File: src/icache_pkg.sv
`default_nettype none

package icache_pkg;

    // address split and array geometry
    localparam int TAG_W    = 23;
    localparam int INDEX_W  = 6;
    localparam int OFFSET_W = 3;
    localparam int ADDR_W   = TAG_W + INDEX_W + OFFSET_W;

    localparam int NUM_SETS = 64;
    localparam int NUM_WAYS = 2;

    localparam int WORD_W   = 32;
    localparam int LINE_W   = 64;

    // offset bit that picks the word inside a line
    localparam int WORD_SEL = 2;

    typedef enum logic [1:0] {
        IDLE,
        LOOKUP,
        MISS,
        REPLACE
    } cache_state_e;

    // one fetch request, laid out as the byte address
    typedef struct packed {
        logic [TAG_W-1:0]    tag;
        logic [INDEX_W-1:0]  index;
        logic [OFFSET_W-1:0] offset;
    } cache_req_t;

    typedef struct packed {
        logic             valid;
        logic [TAG_W-1:0] tag;
    } tag_entry_t;

    typedef struct packed {
        logic hit;
        logic way;
    } lookup_result_t;

    typedef logic [WORD_W-1:0] word_t;
    typedef logic [LINE_W-1:0] line_t;
    typedef logic [ADDR_W-1:0] mem_addr_t;

endpackage

`default_nettype wire

File: src/icache_ctrl.sv
`default_nettype none

module icache_ctrl
    import icache_pkg::*;
(
    input  wire logic           clk,
    input  wire logic           rst,
    // fetch pipeline
    input  wire logic           valid,
    input  wire cache_req_t     req,
    // from the tag array
    input  wire lookup_result_t result,
    output logic                addr_ok,
    output logic                data_ok,
    // memory read port
    output logic                rd_req,
    output mem_addr_t           rd_addr,
    // array controls
    output logic                lookup_en,
    output logic [INDEX_W-1:0]  lookup_index,
    output logic                capture_en,
    output logic                refill_en,
    output cache_req_t          req_q
);

    cache_state_e state;
    cache_state_e next_state;
    logic         accept;
    logic         lookup_hit;

    assign lookup_hit = (state == LOOKUP) && result.hit;

    // new request can ride in behind a hit
    assign addr_ok = (state == IDLE) || lookup_hit;
    assign accept  = valid && addr_ok;

    assign lookup_en    = accept;
    assign lookup_index = req.index;

    // miss completes from the refill register in REPLACE
    assign data_ok    = lookup_hit || (state == REPLACE);
    assign rd_req     = (state == MISS);
    assign capture_en = (state == MISS);
    assign refill_en  = (state == REPLACE);

    // line address, offset forced to zero
    assign rd_addr = {req_q.tag, req_q.index, {OFFSET_W{1'b0}}};

    always_comb begin
        next_state = state;
        case (state)
            IDLE: begin
                if (accept) begin
                    next_state = LOOKUP;
                end
            end
            LOOKUP: begin
                if (!result.hit) begin
                    next_state = MISS;
                end else if (!valid) begin
                    next_state = IDLE;
                end
            end
            MISS: begin
                next_state = REPLACE;
            end
            REPLACE: begin
                next_state = IDLE;
            end
            default: begin
                next_state = IDLE;
            end
        endcase
    end

    always_ff @(posedge clk) begin
        if (rst) begin
            state <= IDLE;
        end else begin
            state <= next_state;
        end
    end

    // request buffer
    always_ff @(posedge clk) begin
        if (accept) begin
            req_q <= req;
        end
    end

endmodule

`default_nettype wire

File: config.mk
export PLATFORM = sky130hd
export DESIGN_NAME = icache_ctrl
export DESIGN_NICKNAME = d
export VERILOG_FILES = /design/src/icache_pkg.sv /design/src/icache_ctrl.sv
export SDC_FILE = /design/constraint.sdc
export NUM_CORES = 1
export LEC_CHECK = 0
export ABC_AREA = 1
export BUFFER_PORTS_ARGS = -buffer_cell sky130_fd_sc_hd__buf_2
export CELL_PAD_IN_SITES_DETAIL_PLACEMENT = 1
export CELL_PAD_IN_SITES_GLOBAL_PLACEMENT = 1
export CORE_MARGIN = 3
export CORE_UTILIZATION = 30
export DETAILED_ROUTE_END_ITERATION = 10
export PLACE_DENSITY = 0.84
export SLEW_MARGIN = 20
export SYNTH_ARGS = -nofsm -noshare
export SYNTH_HDL_FRONTEND = slang
export SYNTH_SLANG_ARGS = --single-unit
File: constraint.sdc
create_clock -name clk -period 4.07 [get_ports clk]
set_input_delay 0 -clock clk [delete_from_list [all_inputs] [get_ports clk]]
set_output_delay 0 -clock clk [all_outputs]
set_load 0.01 [all_outputs]
==> impl_metrics.toml <==
[finish]
finish.utilization = 0.481
antenna_cells = 0
area_growth_pct = 52.8
fin_nets = 238
fin_cells = 254
final_layout_size_suffix_gt1_frac = 0.599
nFillCells = 479

[placement]
gp_routability_congestion = 0.665
hpwl_microns = 2480
io_buffers = 108
placed_cells = 214

[min_path]
hold_path_class = "in -> reg"
hold_start = "rst"
holdPathStages = 4

[synthesis]
synth_top_area_frac = 0.696
yosysMostFrequentCell = "buf_4"
yosys.area.top_type = "edfxtp_1"
async_flop_share = 0
synth_area_per_cell_sq_um = 15.2
ys_top_cells_by_area = "edfxtp_1 (70%), buf_4 (21%), dfxtp_1 (2.9%)"
synthCells = 91
syn_area_sq_mm = 0.00138
yosysSeqAreaShare = 0.725
netlist_top_cells_count = "buf_4 (39), edfxtp_1 (32), inv_1 (3), nand2_1 (3), nand2_2 (3)"
synth.distinct_cells = 13
dominantRegCellSynth = "edfxtp_1"
ys_ff_latch = 34
synth_edf_count = 32
ys_warn_count = 0

[floorplanning]
floorplan.core_area_sq_mm = 0.00438
io-pin-count = 113
start_util = 0.315
dieArea_sq_mm = 0.00545
die_width_microns = 73.8
num_rows = 24
die_h_microns = 73.8

[power_and_ir_drop]
p_clk_frac = 0.290
p_int_w = 0.000592
seq_power_share = 0.540
switching_share = 0.245
power_density_mw_per_mm2 = 372
finalPower_w = 0.000783
switching_power_w = 0.000192
power_frac_comb = 0.170
ir_drop_mv = 0.147
leakagePower_nw = 0.995

[timing]
worst_pin_slew_ns = 0.891
rsz0062_at_grt = "false"
hold_violations = 0
fmax_mhz = 559
skew_ns = 0.00378
period_share = 0.440
fin_setup_tns_ns = 0
setup_viol = 0
drv_slew = 0
whs_ns = 0.0236
relSlewSlack = 0.404
fin_crit_ns = 1.79

[run_status]
status = "completed"

[global_route]
grt-ovfl-total = 0
grt_pass1_vias = 1060
grt_usage = 0.126
antenna_found_initial = 0
grt_max_degree = 34
grt_pass1_wl_microns = 4950

[critical_path]
path_class = "reg -> out"
crit_chain = "nand2_2 > nand2_1 > nor2_4 > buf_2"
worstPathArrival_ns = 1.79
critPathCaptureType = "primary output"
crit_fanout = 33
r2r-start = "state[0]"
ff2ff_path_depth = 3
r2r-end = "rd_addr[20]"
slowest_stage = "nor2_4"
cpPeakStageDelay_ns = 0.69
regToRegSetupSlack_ns = 2.45
start_kind = "flop"
cp.required_ns = 4.07

[clock_network]
cts_sinks = 34
cts_buffers = 5
clkTransAtPathRegs_ns = 0.07
root_buffer = "clkbuf_8"
cts_setup_buffers = 0
clockBufferDepth = 2
worstSkewPairLatency_ns = 0.27
cts_tree = "built"
htreeDepth = 2

[drt]
wl_per_cell_microns = 13.7
num_vias = 1012
drtAntennaViolNets = 0
drtIter0Drc = 46
drt_wl_total_microns = 3470
drc_errors = 0
drt_pass1_iterations = 3
via_per_inst = 3.98

[job]
drv_cap = 0
-- layout make-up --
| type | instances | area, sq um | area share |
|---|---|---|---|
| clock inverter | 3 | 11.3 | 0.00534 |
| inverter | 6 | 22.5 | 0.0107 |
| multi-input combinational | 14 | 78.8 | 0.0374 |
| sequential | 34 | 1000 | 0.475 |
| tap | 52 | 65.1 | 0.0309 |
| timing repair buffer | 140 | 861 | 0.408 |
| clock buffer | 5 | 68.8 | 0.0326 |
-- cells in the final DEF (no fill, tap or decap) --
cell | Yosys | final
a21oi_2 | 1 | 1
nor2_4 | 0 | 1
nand2_2 | 3 | 3
nand2_1 | 3 | 3
inv_2 | 2 | 2
clkinv_1 | 1 | 4
o21a_1 | 1 | 1
buf_2 | 0 | 108
nor2_2 | 1 | 1
nor2_1 | 2 | 1
dfxtp_1 | 2 | 2
inv_1 | 3 | 3
edfxtp_1 | 32 | 32
conb_1 | 1 | 3
clkbuf_8 | 0 | 5
dlygate4sd3_1 | 0 | 32
-- registers in the layout, summed over array words and instances, names as in the netlist, named ones only --
signal and flops:
rd_addr 29, state 1, req_q 3
-- critical path: cells and delay by family (launching register included) --
kind	cells	cell delay, ns
buf+inv	1	0.27
flops	1	0.34
simple gates	3	0.89
-- power groups by stage --
stage / combinational, W / clock, W / sequential (W)
detailed placement: 0.000111 / 0 / 0.000431
floorplan: 0.0000625 / 0 / 0.000443
global route: 0.000146 / 0.000252 / 0.000426
finish: 0.000133 / 0.000227 / 0.000423
CTS: 0.000135 / 0.000238 / 0.000424
global placement: 0.000107 / 0 / 0.000429
-- layer usage --
metal	global-route usage	wire length, microns
met2	0.241	1920
met5	0	0
met3	0.0424	377
met4	0.0604	25
met1	0.116	1150
-- through the flow --
step / setup WS [ns] / area [sq um]
3_3_place_gp: 2.47 / 1710
3_5_place_dp: 2.40 / 1710
6_report: 2.28 / 2110
2_1_floorplan: 1.69 / 1390
4_1_cts: 2.20 / 2110
5_1_grt: 2.09 / 2110
-- logic make-up after synthesis --
kind of cell | Yosys count | synth area share
flip-flops | 34 | 0.725
other | 1 | 0.00272
AO/OA/AOI/OAI | 2 | 0.0118
buffers and inverters | 45 | 0.228
AND/OR/NAND/NOR | 9 | 0.0317
-- what timing repair did --
action                    4_1_cts  5_1_grt
hold endpoints to repair       32        0
gates resized for setup         0        0
hold buffers                   32        0
-- worst max-delay path by stage --
stage / startpoint / endpoint / cells after the start
after floorplan: state[0] / rd_addr[10] / 3
after global placement: state[0] / rd_addr[10] / 3
after detailed placement: state[0] / rd_addr[10] / 3
after CTS: state[0] / lookup_en / 4
after global routing: state[0] / lookup_en / 4
final: state[0] / lookup_en / 4
Power figures use the tool's default switching activity.
